===== config.mk =====
export PLATFORM = sky130hd
export DESIGN_NAME = pred_top
export DESIGN_NICKNAME = d
export VERILOG_FILES = /design/src/pred_pkg.sv /design/src/pred_ifs.sv /design/src/pred_top.sv /design/src/pred_select.sv /design/src/pred_ras.sv /design/src/pred_bim.sv /design/src/pred_btb.sv
export SDC_FILE = /design/constraint.sdc
export NUM_CORES = 2
export LEC_CHECK = 0
export ABC_AREA = 1
export BUFFER_PORTS_ARGS = -buffer_cell sky130_fd_sc_hd__buf_2
export CAP_MARGIN = 20
export CORE_ASPECT_RATIO = 2
export CORE_MARGIN = 3
export CORE_UTILIZATION = 30
export DETAILED_ROUTE_END_ITERATION = 12
export RECOVER_POWER = 50
export SKIP_LAST_GASP = 1
export SYNTH_ARGS = -nofsm -noshare
export SYNTH_HDL_FRONTEND = slang
export SYNTH_SLANG_ARGS = --single-unit

===== constraint.sdc =====
create_clock -name i_clk -period 9.4 [get_ports i_clk]
set_input_delay 0 -clock i_clk [delete_from_list [all_inputs] [get_ports i_clk]]
set_output_delay 0 -clock i_clk [all_outputs]
set_load 0.005 [all_outputs]

===== src/pred_pkg.sv =====
// shared sizes, enums and the back-end update struct
// for the fetch-stage branch predictor (rv32c)

package pred_pkg;

  // ------------------------------------------------------------
  // sizes
  // ------------------------------------------------------------
  localparam int VADDR_W     = 32;
  // four 16-bit parcels per 64-bit fetch block
  localparam int FETCH_SLOTS = 4;
  localparam int SLOT_W      = 2;

  localparam int BTB_ENTRIES = 16;
  localparam int BTB_IDX_W   = 4;
  localparam int BTB_TAG_W   = 8;
  // block index sits just above the byte offset in the block
  localparam int BTB_IDX_LSB = SLOT_W + 1;
  localparam int BTB_TAG_LSB = BTB_IDX_LSB + BTB_IDX_W;

  // ras pointer wraps around
  localparam int RAS_ENTRIES = 8;
  localparam int RAS_IDX_W   = 3;

  // ------------------------------------------------------------
  // enums
  // ------------------------------------------------------------
  // call length, gives +2 or +4 for the return address
  typedef enum logic {
    RVC_CALL = 1'b0,
    STD_CALL = 1'b1
  } call_size_t;

  // two-bit saturating counter states
  typedef enum logic [1:0] {
    STRONG_NT = 2'b00,
    WEAK_NT   = 2'b01,
    WEAK_T    = 2'b10,
    STRONG_T  = 2'b11
  } bim_cnt_t;

  // one branch resolution from the back end
  typedef struct packed {
    logic                 valid;
    logic [VADDR_W-1:0]   pc;
    logic [VADDR_W-1:0]   target;
    logic                 taken;
    logic                 is_call;
    logic                 is_ret;
    // prediction was wrong
    logic                 dead;
    logic [RAS_IDX_W-1:0] ras_index;
  } br_upd_t;

endpackage

===== src/pred_ifs.sv =====
// search interfaces between the predictor blocks
// btb_search_if, bim_search_if, ras_search_if

`timescale 1ns/1ns

// ------------------------------------------------------------
// btb results, one hit and one target per parcel
// ------------------------------------------------------------
interface btb_search_if;
  import pred_pkg::*;

  logic [FETCH_SLOTS-1:0]              s2_hit;
  logic [FETCH_SLOTS-1:0][VADDR_W-1:0] s2_target;

  modport provider (
    output s2_hit,
    output s2_target
  );

  modport lookup (
    input s2_hit,
    input s2_target
  );
endinterface

// ------------------------------------------------------------
// bimodal direction per parcel
// ------------------------------------------------------------
interface bim_search_if;
  import pred_pkg::*;

  logic [FETCH_SLOTS-1:0] s2_taken;

  modport provider (
    output s2_taken
  );

  modport lookup (
    input s2_taken
  );
endinterface

// ------------------------------------------------------------
// ras storage access, pointer lives on the lookup side
// ------------------------------------------------------------
interface ras_search_if;
  import pred_pkg::*;

  logic                 push_valid;
  logic [RAS_IDX_W-1:0] push_index;
  logic [VADDR_W-1:0]   push_addr;
  logic [RAS_IDX_W-1:0] pop_index;
  logic [VADDR_W-1:0]   pop_addr;
  // a call resolved in the back end
  logic                 commit_valid;

  modport lookup (
    output push_valid,
    output push_index,
    output push_addr,
    output pop_index,
    output commit_valid,
    input  pop_addr
  );

  modport provider (
    input  push_valid,
    input  push_index,
    input  push_addr,
    input  pop_index,
    input  commit_valid,
    output pop_addr
  );
endinterface


===== src/pred_top.sv =====
// predictor top level with plain ports
// btb, bimodal table, ras and s2 selection

`timescale 1ns/1ns

module pred_top (
  input  logic                              i_clk,
  input  logic                              i_reset_n,
  // fetch lookup
  input  logic                              i_s0_valid,
  input  logic [pred_pkg::VADDR_W-1:0]       i_s0_vaddr,
  input  logic                              i_s2_valid,
  input  logic [pred_pkg::FETCH_SLOTS*16-1:0] i_s2_data,
  input  logic [pred_pkg::FETCH_SLOTS*2-1:0]  i_s2_be,
  // branch resolution
  input  logic                              i_upd_valid,
  input  logic [pred_pkg::VADDR_W-1:0]       i_upd_pc,
  input  logic [pred_pkg::VADDR_W-1:0]       i_upd_target,
  input  logic                              i_upd_taken,
  input  logic                              i_upd_is_call,
  input  logic                              i_upd_is_ret,
  input  logic                              i_upd_dead,
  input  logic [pred_pkg::RAS_IDX_W-1:0]     i_upd_ras_index,
  // prediction
  output logic                              o_s2_taken,
  output logic [pred_pkg::VADDR_W-1:0]       o_s2_target,
  output logic                              o_s2_is_call,
  output logic                              o_s2_is_ret,
  output logic [pred_pkg::RAS_IDX_W-1:0]     o_s2_ras_index
);
  import pred_pkg::*;

  br_upd_t            w_upd;
  logic [VADDR_W-1:0] r_s1_vaddr;
  logic [VADDR_W-1:0] r_s2_vaddr;

  btb_search_if search_btb_if ();
  bim_search_if search_bim_if ();
  ras_search_if ras_if ();

  // pack the update fields
  assign w_upd.valid     = i_upd_valid;
  assign w_upd.pc        = i_upd_pc;
  assign w_upd.target    = i_upd_target;
  assign w_upd.taken     = i_upd_taken;
  assign w_upd.is_call   = i_upd_is_call;
  assign w_upd.is_ret    = i_upd_is_ret;
  assign w_upd.dead      = i_upd_dead;
  assign w_upd.ras_index = i_upd_ras_index;

  // s0 address follows the block to s2
  always_ff @(posedge i_clk) begin
    r_s1_vaddr <= i_s0_vaddr;
    r_s2_vaddr <= r_s1_vaddr;
  end

  pred_btb u_btb (
    .i_clk         (i_clk),
    .i_reset_n     (i_reset_n),
    .i_s0_valid    (i_s0_valid),
    .i_s0_vaddr    (i_s0_vaddr),
    .i_upd         (w_upd),
    .search_btb_if (search_btb_if)
  );

  pred_bim u_bim (
    .i_clk         (i_clk),
    .i_reset_n     (i_reset_n),
    .i_s0_valid    (i_s0_valid),
    .i_s0_vaddr    (i_s0_vaddr),
    .i_upd         (w_upd),
    .search_bim_if (search_bim_if)
  );

  pred_ras u_ras (
    .i_clk         (i_clk),
    .i_reset_n     (i_reset_n),
    .ras_search_if (ras_if)
  );

  pred_select u_select (
    .i_clk          (i_clk),
    .i_reset_n      (i_reset_n),
    .i_s2_valid     (i_s2_valid),
    .i_s2_data      (i_s2_data),
    .i_s2_be        (i_s2_be),
    .i_s2_vaddr     (r_s2_vaddr),
    .i_upd          (w_upd),
    .search_btb_if  (search_btb_if),
    .search_bim_if  (search_bim_if),
    .ras_search_if  (ras_if),
    .o_s2_taken     (o_s2_taken),
    .o_s2_target    (o_s2_target),
    .o_s2_is_call   (o_s2_is_call),
    .o_s2_is_ret    (o_s2_is_ret),
    .o_s2_ras_index (o_s2_ras_index)
  );

endmodule


===== src/pred_select.sv =====
// stage s2 call / return decode and target selection
// ras pointer and recovery after mispredicted calls and returns

`timescale 1ns/1ns

module pred_select (
  input  logic                              i_clk,
  input  logic                              i_reset_n,
  input  logic                              i_s2_valid,
  input  logic [pred_pkg::FETCH_SLOTS*16-1:0] i_s2_data,
  input  logic [pred_pkg::FETCH_SLOTS*2-1:0]  i_s2_be,
  input  logic [pred_pkg::VADDR_W-1:0]       i_s2_vaddr,
  input  pred_pkg::br_upd_t                 i_upd,
  btb_search_if.lookup                      search_btb_if,
  bim_search_if.lookup                      search_bim_if,
  ras_search_if.lookup                      ras_search_if,
  output logic                              o_s2_taken,
  output logic [pred_pkg::VADDR_W-1:0]       o_s2_target,
  output logic                              o_s2_is_call,
  output logic                              o_s2_is_ret,
  output logic [pred_pkg::RAS_IDX_W-1:0]     o_s2_ras_index
);
  import pred_pkg::*;

  logic [FETCH_SLOTS-1:0] w_slot_vld;
  logic [FETCH_SLOTS-1:0] w_rvc_call;
  logic [FETCH_SLOTS-1:0] w_std_call;
  logic [FETCH_SLOTS-1:0] w_std_ret;
  logic [FETCH_SLOTS-1:0] w_ret;
  logic [FETCH_SLOTS-1:0] w_call;
  logic [FETCH_SLOTS-1:0] w_cand;
  call_size_t             w_call_size [FETCH_SLOTS];

  logic [SLOT_W-1:0]    w_sel;
  logic                 w_sel_hit;
  logic                 w_win_call;
  logic                 w_win_ret;
  logic [VADDR_W-1:0]   w_ret_addr;

  logic                 r_recover;
  logic [RAS_IDX_W-1:0] r_ras_index;
  logic [RAS_IDX_W-1:0] w_cmt_index;
  logic [RAS_IDX_W-1:0] w_index_next;
  logic                 w_upd_cr;
  logic                 w_dead_cr;

  // ------------------------------------------------------------
  // per-parcel decode
  // ------------------------------------------------------------
  for (genvar i = 0; i < FETCH_SLOTS; i++) begin : g_slot
    logic [15:0] w_rvc;
    logic        w_is_rvc_jal;
    logic        w_is_rvc_jalr;

    assign w_rvc         = i_s2_data[i*16 +: 16];
    // low byte enable of the parcel
    assign w_slot_vld[i] = i_s2_be[2*i];
    // c.jal links x1 on rv32
    assign w_is_rvc_jal  = (w_rvc[1:0] == 2'b01) & (w_rvc[15:13] == 3'b001);
    // c.jalr, rs1 nonzero and rs2 zero
    assign w_is_rvc_jalr = (w_rvc[1:0] == 2'b10) & (w_rvc[15:12] == 4'b1001) &
                           (w_rvc[11:7] != 5'd0) & (w_rvc[6:2] == 5'd0);
    assign w_rvc_call[i] = w_is_rvc_jal | w_is_rvc_jalr;

    if (i < FETCH_SLOTS - 1) begin : g_std
      logic [31:0] w_std;
      assign w_std = i_s2_data[i*16 +: 32];
      // jal or jalr with rd = x1
      assign w_std_call[i] = (w_std[11:7] == 5'd1) &
                             ((w_std[6:0] == 7'b1101111) |
                              ((w_std[6:0] == 7'b1100111) & (w_std[14:12] == 3'b000)));
      // jalr x0, x1, 0
      assign w_std_ret[i]  = w_std == 32'h0000_8067;
    end else begin : g_last
      // upper half is in the next block, cannot decide here
      assign w_std_call[i] = 1'b0;
      assign w_std_ret[i]  = 1'b0;
    end

    // c.jr ra
    assign w_ret[i]       = ((w_rvc == 16'h8082) | w_std_ret[i]) & w_slot_vld[i];
    assign w_call_size[i] = w_std_call[i] ? STD_CALL : RVC_CALL;
  end

  // a standard call covers its following parcel too
  assign w_call = (w_rvc_call | w_std_call | (w_std_call << 1)) & w_slot_vld;
  assign w_cand = ((search_btb_if.s2_hit & search_bim_if.s2_taken) | w_call | w_ret) &
                  w_slot_vld & {FETCH_SLOTS{i_s2_valid}};

  // ------------------------------------------------------------
  // first predicted transfer from the lowest parcel
  // ------------------------------------------------------------
  always_comb begin
    w_sel     = '0;
    w_sel_hit = 1'b0;
    for (int i = FETCH_SLOTS - 1; i >= 0; i--) begin
      if (w_cand[i]) begin
        w_sel     = SLOT_W'(i);
        w_sel_hit = 1'b1;
      end
    end
  end

  assign w_win_call = w_sel_hit & w_call[w_sel];
  assign w_win_ret  = w_sel_hit & w_ret[w_sel] & ~w_call[w_sel];

  // block base + parcel offset + call length
  assign w_ret_addr = {i_s2_vaddr[VADDR_W-1:SLOT_W+1], {(SLOT_W+1){1'b0}}} +
                      VADDR_W'({w_sel, 1'b0}) +
                      ((w_call_size[w_sel] == STD_CALL) ? VADDR_W'(4) : VADDR_W'(2));

  // ------------------------------------------------------------
  // ras pointer and recovery
  // ------------------------------------------------------------
  assign w_upd_cr  = i_upd.valid & (i_upd.is_call | i_upd.is_ret);
  assign w_dead_cr = w_upd_cr & i_upd.dead;

  // only the first dead update restores the pointer
  assign w_cmt_index = (w_dead_cr & ~r_recover) ? i_upd.ras_index : r_ras_index;

  always_comb begin
    w_index_next = w_cmt_index;
    if (w_win_ret) begin
      w_index_next = w_cmt_index - 1'b1;
    end else if (w_win_call) begin
      w_index_next = w_cmt_index + 1'b1;
    end
  end

  always_ff @(posedge i_clk, negedge i_reset_n) begin
    if (!i_reset_n) begin
      r_recover   <= 1'b0;
      r_ras_index <= '0;
    end else begin
      r_ras_index <= w_index_next;
      // a good call or return ends recovery
      if (w_upd_cr) begin
        r_recover <= i_upd.dead;
      end
    end
  end

  assign ras_search_if.push_valid   = w_win_call;
  assign ras_search_if.push_index   = w_cmt_index;
  assign ras_search_if.push_addr    = w_ret_addr;
  assign ras_search_if.pop_index    = w_cmt_index;
  assign ras_search_if.commit_valid = i_upd.valid & i_upd.is_call;

  // ------------------------------------------------------------
  // outputs
  // ------------------------------------------------------------
  assign o_s2_taken     = w_sel_hit;
  assign o_s2_is_call   = w_win_call;
  assign o_s2_is_ret    = w_win_ret;
  assign o_s2_ras_index = i_s2_valid ? w_cmt_index : '0;

  always_comb begin
    o_s2_target = '0;
    if (w_win_ret) begin
      o_s2_target = ras_search_if.pop_addr;
    end else if (w_sel_hit) begin
      o_s2_target = search_btb_if.s2_target[w_sel];
    end
  end

endmodule


===== src/pred_ras.sv =====
// return address stack storage
// push above the given pointer, combinational pop read

`timescale 1ns/1ns

module pred_ras (
  input  logic           i_clk,
  input  logic           i_reset_n,
  ras_search_if.provider ras_search_if
);
  import pred_pkg::*;

  // return addresses, no reset
  logic [VADDR_W-1:0] r_addr [RAS_ENTRIES];

  // pushes still waiting for their call to resolve
  logic [RAS_IDX_W:0]   r_pend;
  logic                 w_full;
  logic                 w_push;
  logic [RAS_IDX_W-1:0] w_wr_index;

  assign w_full = r_pend == (RAS_IDX_W+1)'(RAS_ENTRIES);
  // when every slot is unresolved keep the oldest addresses,
  // a resolving call in the same cycle frees one
  assign w_push = ras_search_if.push_valid & (~w_full | ras_search_if.commit_valid);

  // index wraps at the stack depth
  assign w_wr_index = ras_search_if.push_index + 1'b1;

  always_ff @(posedge i_clk) begin
    if (w_push) begin
      r_addr[w_wr_index] <= ras_search_if.push_addr;
    end
  end

  // ------------------------------------------------------------
  // in-flight push count
  // ------------------------------------------------------------
  always_ff @(posedge i_clk, negedge i_reset_n) begin
    if (!i_reset_n) begin
      r_pend <= '0;
    end else begin
      case ({w_push, ras_search_if.commit_valid})
        2'b10: begin
          r_pend <= r_pend + 1'b1;
        end
        2'b01: begin
          // more resolutions than pushes, stay at zero
          if (r_pend != '0) begin
            r_pend <= r_pend - 1'b1;
          end
        end
        default: begin
          r_pend <= r_pend;
        end
      endcase
    end
  end

  assign ras_search_if.pop_addr = r_addr[ras_search_if.pop_index];

endmodule


===== src/pred_bim.sv =====
// bimodal direction table, two-bit counter per parcel slot
// indexed like the btb, two-stage lookup

`timescale 1ns/1ns

module pred_bim (
  input  logic                        i_clk,
  input  logic                        i_reset_n,
  input  logic                        i_s0_valid,
  input  logic [pred_pkg::VADDR_W-1:0] i_s0_vaddr,
  input  pred_pkg::br_upd_t           i_upd,
  bim_search_if.provider              search_bim_if
);
  import pred_pkg::*;

  bim_cnt_t r_cnt [BTB_ENTRIES][FETCH_SLOTS];

  logic                   r_s1_valid;
  logic [BTB_IDX_W-1:0]   r_s1_idx;
  logic [FETCH_SLOTS-1:0] w_s1_taken;
  logic                   r_s2_valid;
  logic [FETCH_SLOTS-1:0] r_s2_taken;

  logic [BTB_IDX_W-1:0] w_upd_idx;
  logic [SLOT_W-1:0]    w_upd_slot;

  // one step toward the outcome, saturating at both ends
  function automatic bim_cnt_t bim_step(input bim_cnt_t cnt, input logic taken);
    bim_cnt_t nxt;
    nxt = cnt;
    if (taken && cnt != STRONG_T) begin
      nxt = bim_cnt_t'(cnt + 2'd1);
    end else if (!taken && cnt != STRONG_NT) begin
      nxt = bim_cnt_t'(cnt - 2'd1);
    end
    return nxt;
  endfunction

  assign w_upd_idx  = i_upd.pc[BTB_IDX_LSB +: BTB_IDX_W];
  assign w_upd_slot = i_upd.pc[1 +: SLOT_W];

  // counters start weakly not-taken
  always_ff @(posedge i_clk, negedge i_reset_n) begin
    if (!i_reset_n) begin
      for (int e = 0; e < BTB_ENTRIES; e++) begin
        for (int s = 0; s < FETCH_SLOTS; s++) begin
          r_cnt[e][s] <= WEAK_NT;
        end
      end
    end else if (i_upd.valid) begin
      r_cnt[w_upd_idx][w_upd_slot] <= bim_step(r_cnt[w_upd_idx][w_upd_slot], i_upd.taken);
    end
  end

  // ------------------------------------------------------------
  // lookup pipe
  // ------------------------------------------------------------
  always_ff @(posedge i_clk, negedge i_reset_n) begin
    if (!i_reset_n) begin
      r_s1_valid <= 1'b0;
      r_s2_valid <= 1'b0;
      r_s2_taken <= '0;
    end else begin
      r_s1_valid <= i_s0_valid;
      r_s2_valid <= r_s1_valid;
      r_s2_taken <= w_s1_taken;
    end
  end

  always_ff @(posedge i_clk) begin
    r_s1_idx <= i_s0_vaddr[BTB_IDX_LSB +: BTB_IDX_W];
  end

  // taken in either upper state
  always_comb begin
    for (int s = 0; s < FETCH_SLOTS; s++) begin
      w_s1_taken[s] = r_cnt[r_s1_idx][s] inside {WEAK_T, STRONG_T};
    end
  end

  assign search_bim_if.s2_taken = r_s2_taken & {FETCH_SLOTS{r_s2_valid}};

endmodule


===== src/pred_btb.sv =====
// direct-mapped branch target buffer, one entry per parcel slot
// two-stage lookup, trained by taken non-return updates

`timescale 1ns/1ns

module pred_btb (
  input  logic                        i_clk,
  input  logic                        i_reset_n,
  input  logic                        i_s0_valid,
  input  logic [pred_pkg::VADDR_W-1:0] i_s0_vaddr,
  input  pred_pkg::br_upd_t           i_upd,
  btb_search_if.provider              search_btb_if
);
  import pred_pkg::*;

  // entry storage
  logic [FETCH_SLOTS-1:0] r_valid  [BTB_ENTRIES];
  logic [BTB_TAG_W-1:0]   r_tag    [BTB_ENTRIES][FETCH_SLOTS];
  logic [VADDR_W-1:0]     r_target [BTB_ENTRIES][FETCH_SLOTS];

  // s1 lookup state
  logic                 r_s1_valid;
  logic [BTB_IDX_W-1:0] r_s1_idx;
  logic [BTB_TAG_W-1:0] r_s1_tag;
  logic [FETCH_SLOTS-1:0] w_s1_hit;

  // s2 result
  logic                                r_s2_valid;
  logic [FETCH_SLOTS-1:0]              r_s2_hit;
  logic [FETCH_SLOTS-1:0][VADDR_W-1:0] r_s2_target;

  // update decode
  logic                 w_upd_we;
  logic [BTB_IDX_W-1:0] w_upd_idx;
  logic [SLOT_W-1:0]    w_upd_slot;
  logic [BTB_TAG_W-1:0] w_upd_tag;

  // returns go through the ras, not the btb
  assign w_upd_we   = i_upd.valid & i_upd.taken & ~i_upd.is_ret;
  assign w_upd_idx  = i_upd.pc[BTB_IDX_LSB +: BTB_IDX_W];
  assign w_upd_slot = i_upd.pc[1 +: SLOT_W];
  assign w_upd_tag  = i_upd.pc[BTB_TAG_LSB +: BTB_TAG_W];

  // ------------------------------------------------------------
  // storage write
  // ------------------------------------------------------------
  always_ff @(posedge i_clk, negedge i_reset_n) begin
    if (!i_reset_n) begin
      for (int e = 0; e < BTB_ENTRIES; e++) begin
        r_valid[e] <= '0;
      end
    end else if (w_upd_we) begin
      r_valid[w_upd_idx][w_upd_slot] <= 1'b1;
    end
  end

  always_ff @(posedge i_clk) begin
    if (w_upd_we) begin
      r_tag[w_upd_idx][w_upd_slot]    <= w_upd_tag;
      r_target[w_upd_idx][w_upd_slot] <= i_upd.target;
    end
  end

  // ------------------------------------------------------------
  // s0 -> s1 -> s2 lookup
  // ------------------------------------------------------------
  always_ff @(posedge i_clk, negedge i_reset_n) begin
    if (!i_reset_n) begin
      r_s1_valid <= 1'b0;
      r_s2_valid <= 1'b0;
      r_s2_hit   <= '0;
    end else begin
      r_s1_valid <= i_s0_valid;
      r_s2_valid <= r_s1_valid;
      r_s2_hit   <= w_s1_hit;
    end
  end

  always_ff @(posedge i_clk) begin
    r_s1_idx <= i_s0_vaddr[BTB_IDX_LSB +: BTB_IDX_W];
    r_s1_tag <= i_s0_vaddr[BTB_TAG_LSB +: BTB_TAG_W];
    for (int s = 0; s < FETCH_SLOTS; s++) begin
      r_s2_target[s] <= r_target[r_s1_idx][s];
    end
  end

  // s1 tag compare per slot
  always_comb begin
    for (int s = 0; s < FETCH_SLOTS; s++) begin
      w_s1_hit[s] = r_valid[r_s1_idx][s] & (r_tag[r_s1_idx][s] == r_s1_tag);
    end
  end

  assign search_btb_if.s2_hit    = r_s2_hit & {FETCH_SLOTS{r_s2_valid}};
  assign search_btb_if.s2_target = r_s2_target;

endmodule


==> impl_results.md <==
- Number of antenna violations at the first check in global routing: 43
- Number of design-rule violations left by the first detailed-router iteration: 7671
- Footprint of the flip-flops and latches: 0.0934 mm2
- Number of sinks on the clock net: 3204
- Buffers inserted during post-CTS setup optimization: 0
- Setup total negative slack: 0 ns
- Global routing usage summed across all routing layers: 16.9%
- Count of different cell masters after synthesis: 62
- Power per cell area: 205 mW/mm2
- Worst-Margin Slew: 3.48 ns
- Half-perimeter wire length after placement: 212000 um
- Multiplexer area fraction after synthesis: 0.160%
- Relative area change from synthesis to final layout: 13.5%
- Deepest level of the CTS H-tree: 4
- Number of warnings reported in the yosys synthesis log: 0
- Final Skew: 0.0875 ns
- Clock tree from TritonCTS: yes
- Clock transition at the register clock pins on the worst setup and hold paths after CTS: 0.08 ns
- Pin count of the biggest net entering global routing: 188
- Initial standard-cell utilization of the core: 30.2%
- Number of instances in the synthesized netlist: 9723
- Number of clock buffers inserted by TritonCTS: 247
- Fin crit share: 60.6%
- Unrepaired setup endpoints after global routing: false
- Remaining Overflow, GRT: 0
- Cell at the root of the clock tree: sky130_fd_sc_hd__clkbuf_16
- Synthesized-area fraction occupied by adder cells: 0.0860%
- Normalized max-slew margin: -132%
- Lkg Pwr: 45.9 nW
- Synth Net Count: 9911
- Number of nets at the end of the flow: 10.0k
- Ranking of synthesized cells by instance count: sky130_fd_sc_hd__edfxtp_1 (2808), sky130_fd_sc_hd__o21ai_0 (1693), sky130_fd_sc_hd__nor2_1 (1651)
- Result of the run: complete, but fails checks
- Count of instances resized after the clock tree is built: 0
- Portion of the post-synthesis area used by sequential elements: 74.7%
- Max Cap Violations: 68
- Die width: 463 um
- Most frequent cell after synthesis: sky130_fd_sc_hd__edfxtp_1
- Die Height: 919 um
- Largest area contributor in the synthesized netlist: sky130_fd_sc_hd__edfxtp_1
- Compound-cell area share of the yosys netlist: 13.5%
- Path type of the worst setup path: input port to flop
- Vias per std cell: 5.22
- Nature of the critical path startpoint: input port
- Hold/Removal Path Class: input port to flop
- Ys async rst share: 6.55%
- Wirelength, routed: 377000 um
- Simple-Gate Fraction of Synth Area: 8.70%
- Number of buffers added on ports: 192
- Worst Path Max Fanout: 31
- Final hold violations: 0
- Overall power of the completed layout: 29.1 mW
- First-pass GRT wire length: 539000 um
- Via count of the first global-routing pass: 78.8k
- Xor/xnor share of the synthesized area: 0.288%
- Bufs on Longest Clock Path: 4
- Combinational family with the most area after synthesis: compound AO/OA/AOI/OAI gates
- Placement Rows: 334
- Final count of pins violating max slew: 3037
- Detailed-routing iteration count for the pre-antenna-repair pass: 12
- Layout Cell Area excl Fill: 0.142 mm2
- Routed via count: 81.5k
- Placer's final routability congestion estimate: 0.839
- Kind of end point of the critical path: flop
- Cells taking the most area after synthesis: sky130_fd_sc_hd__edfxtp_1 (67%), sky130_fd_sc_hd__o21ai_0 (6.8%), sky130_fd_sc_hd__nor2_1 (5.0%)
- I/O pins: 218
- Layout cells sized above 1: 9.45%
- R2R setup slack: 3.94 ns
- Failing checks: DRC, capacitance limit, slew limit
- Count of filler cells inserted in the layout: 40.4k
- Multi-input gate area in the final layout: 0.0287 mm2
- Setup Viol. Count Final: 0
- Worst path arrival time: 6.20 ns
- Clock latency at the later pin of the worst-skew pair: 0.95 ns
- Average footprint of a synthesized cell: 12.9 um2
- Yosys top cell area share: 67.4%
- DR WL/cell: 24.1 um
- Post-layout util: 34.2%
- ANT nets after route: 0
- Number of synthesized flops with an enable pin: 2808
- Min cycle time layout: 5.70 ns
- Peak VDD IR: 0.000169 V
- Data required time at the worst endpoint: 9.90 ns
- Primary FF master, synth: sky130_fd_sc_hd__edfxtp_1
- Die Outline Area: 0.425 mm2
- Count of unresolved DRC violations after routing: 3
- Maximum frequency from static timing analysis: 0.175 GHz
- Yosys reg bits: 3204
- CORE AREA: 0.415 mm2
- Post-place instance area: 0.133 mm2
- Cell area after technology mapping: 0.125 mm2
## routing by layer
layer | part of all wire (%) | track usage [%]
met2 | 52 | 31.2
met3 | 5.6 | 1.57
met4 | 5.6 | 8.93
met5 | 0.021 | 0
met1 | 36 | 19.2
## area by class of cell
type                    count  share of cell area [%]
clock buffers             301                    4.60
multi-input cells        5698                    20.2
repair buffers            541                    2.72
diodes                     12                  0.0212
clock inverters           156                    1.33
flip-flops and latches   3204                    65.8
inverters                 155                   0.434
well taps                5544                    4.89
## worst max-delay path, stage by stage
cell	delay, ns
sky130_fd_sc_hd__dlygate4sd3_1	0.55
sky130_fd_sc_hd__buf_2	0.16
sky130_fd_sc_hd__nor2_2	0.07
sky130_fd_sc_hd__clkbuf_1	1.43
sky130_fd_sc_hd__inv_1	0.40
sky130_fd_sc_hd__nor2_1	0.46
sky130_fd_sc_hd__clkbuf_1	0.38
sky130_fd_sc_hd__inv_1	0.30
sky130_fd_sc_hd__nor2_1	1.58
sky130_fd_sc_hd__buf_4	0.73
## logic make-up after synthesis
kind of cell | count (synthesis)
AOI/OAI and AO/OA | 2869
muxes | 20
DFF | 3204
adders and majority gates | 8
buffers and inverters | 821
and+or+nand+nor | 2762
xor gates and xnor gates | 39
## layout by cell type, fill, tap and decap left out, drive strengths merged, types with 4 or more instances in the layout
cell type / Yosys / layout
bufinv: 0 / 38
a211oi: 8 / 8
clkbuf: 535 / 385
dlygate4sd3: 0 / 137
a21oi: 130 / 130
dfrtp: 146 / 146
ha: 7 / 7
nand3: 198 / 198
a311oi: 62 / 62
nor4: 4 / 4
o211ai: 89 / 89
nand2: 829 / 829
inv: 153 / 164
o22ai: 468 / 468
xor2: 31 / 31
or2: 43 / 43
o32ai: 12 / 12
nor2: 1653 / 1653
o21ai: 1756 / 1756
diode: 0 / 12
xnor2: 8 / 8
nor3: 20 / 20
o221ai: 247 / 247
clkinv: 2 / 85
nand4: 11 / 11
clkinvlp: 0 / 24
a31oi: 17 / 17
dfstp: 64 / 64
a221oi: 4 / 4
dfxtp: 186 / 186
edfxtp: 2808 / 2808
buf: 131 / 320
mux2i: 20 / 20
a22oi: 61 / 61
## power by group
group          leakage (nW)  switching [mW]  internal [mW]
logic                  12.5            1.56          0.591
clock network          4.06            5.09           6.01
registers              29.3           0.159           15.7
## flip-flops by register name, summed over array words and instances (netlist names), 19 cells and up
signal and cells:
u_btb.r_valid 64, r_s2_vaddr 29, u_btb.r_target 2048, u_ras.r_addr 248, u_btb.search_btb_if.s2_target 128, u_btb.r_tag 512, u_bim.r_cnt 128, r_s1_vaddr 19
## worst paths after layout
| path | start | end | cells past startpoint |
|---|---|---|---|
| worst min-delay path | i_s2_data[23] | u_select.r_ras_index[0] | 10 |
| worst max-delay path | i_upd_pc[4] | u_btb.r_target[8][91] | 10 |
| max in group asynchronous | i_reset_n | u_btb.r_valid[2] | 4 |
| min in group asynchronous | i_reset_n | u_bim.r_cnt[44] | 3 |
| worst max register to register | u_bim.r_s2_valid | u_ras.r_addr[2][31] | 28 |
| worst min register to register | r_s1_vaddr[31] | r_s2_vaddr[31] | 0 |
## stage by stage
stage / hold slack [ns] / worst slack [ns] / std cells
global route: 0.0831 / 3.23 / 15600
global placement: 0.0720 / 3.92 / 15000
CTS: 0.00385 / 3.88 / 15600
finish: 0.0674 / 3.70 / 15600
detailed placement: 0.0697 / 3.87 / 15000
floorplan: -0.296 / 5.45 / 9723
## repair_timing
| action | in CTS | in global routing |
|---|---|---|
| hold buffers | 136 | 2 |
| endpoints found under the hold margin | 2913 | 15 |
| setup endpoints to repair | 0 | 0 |
Note: power is estimated with default switching activity, not from simulation.
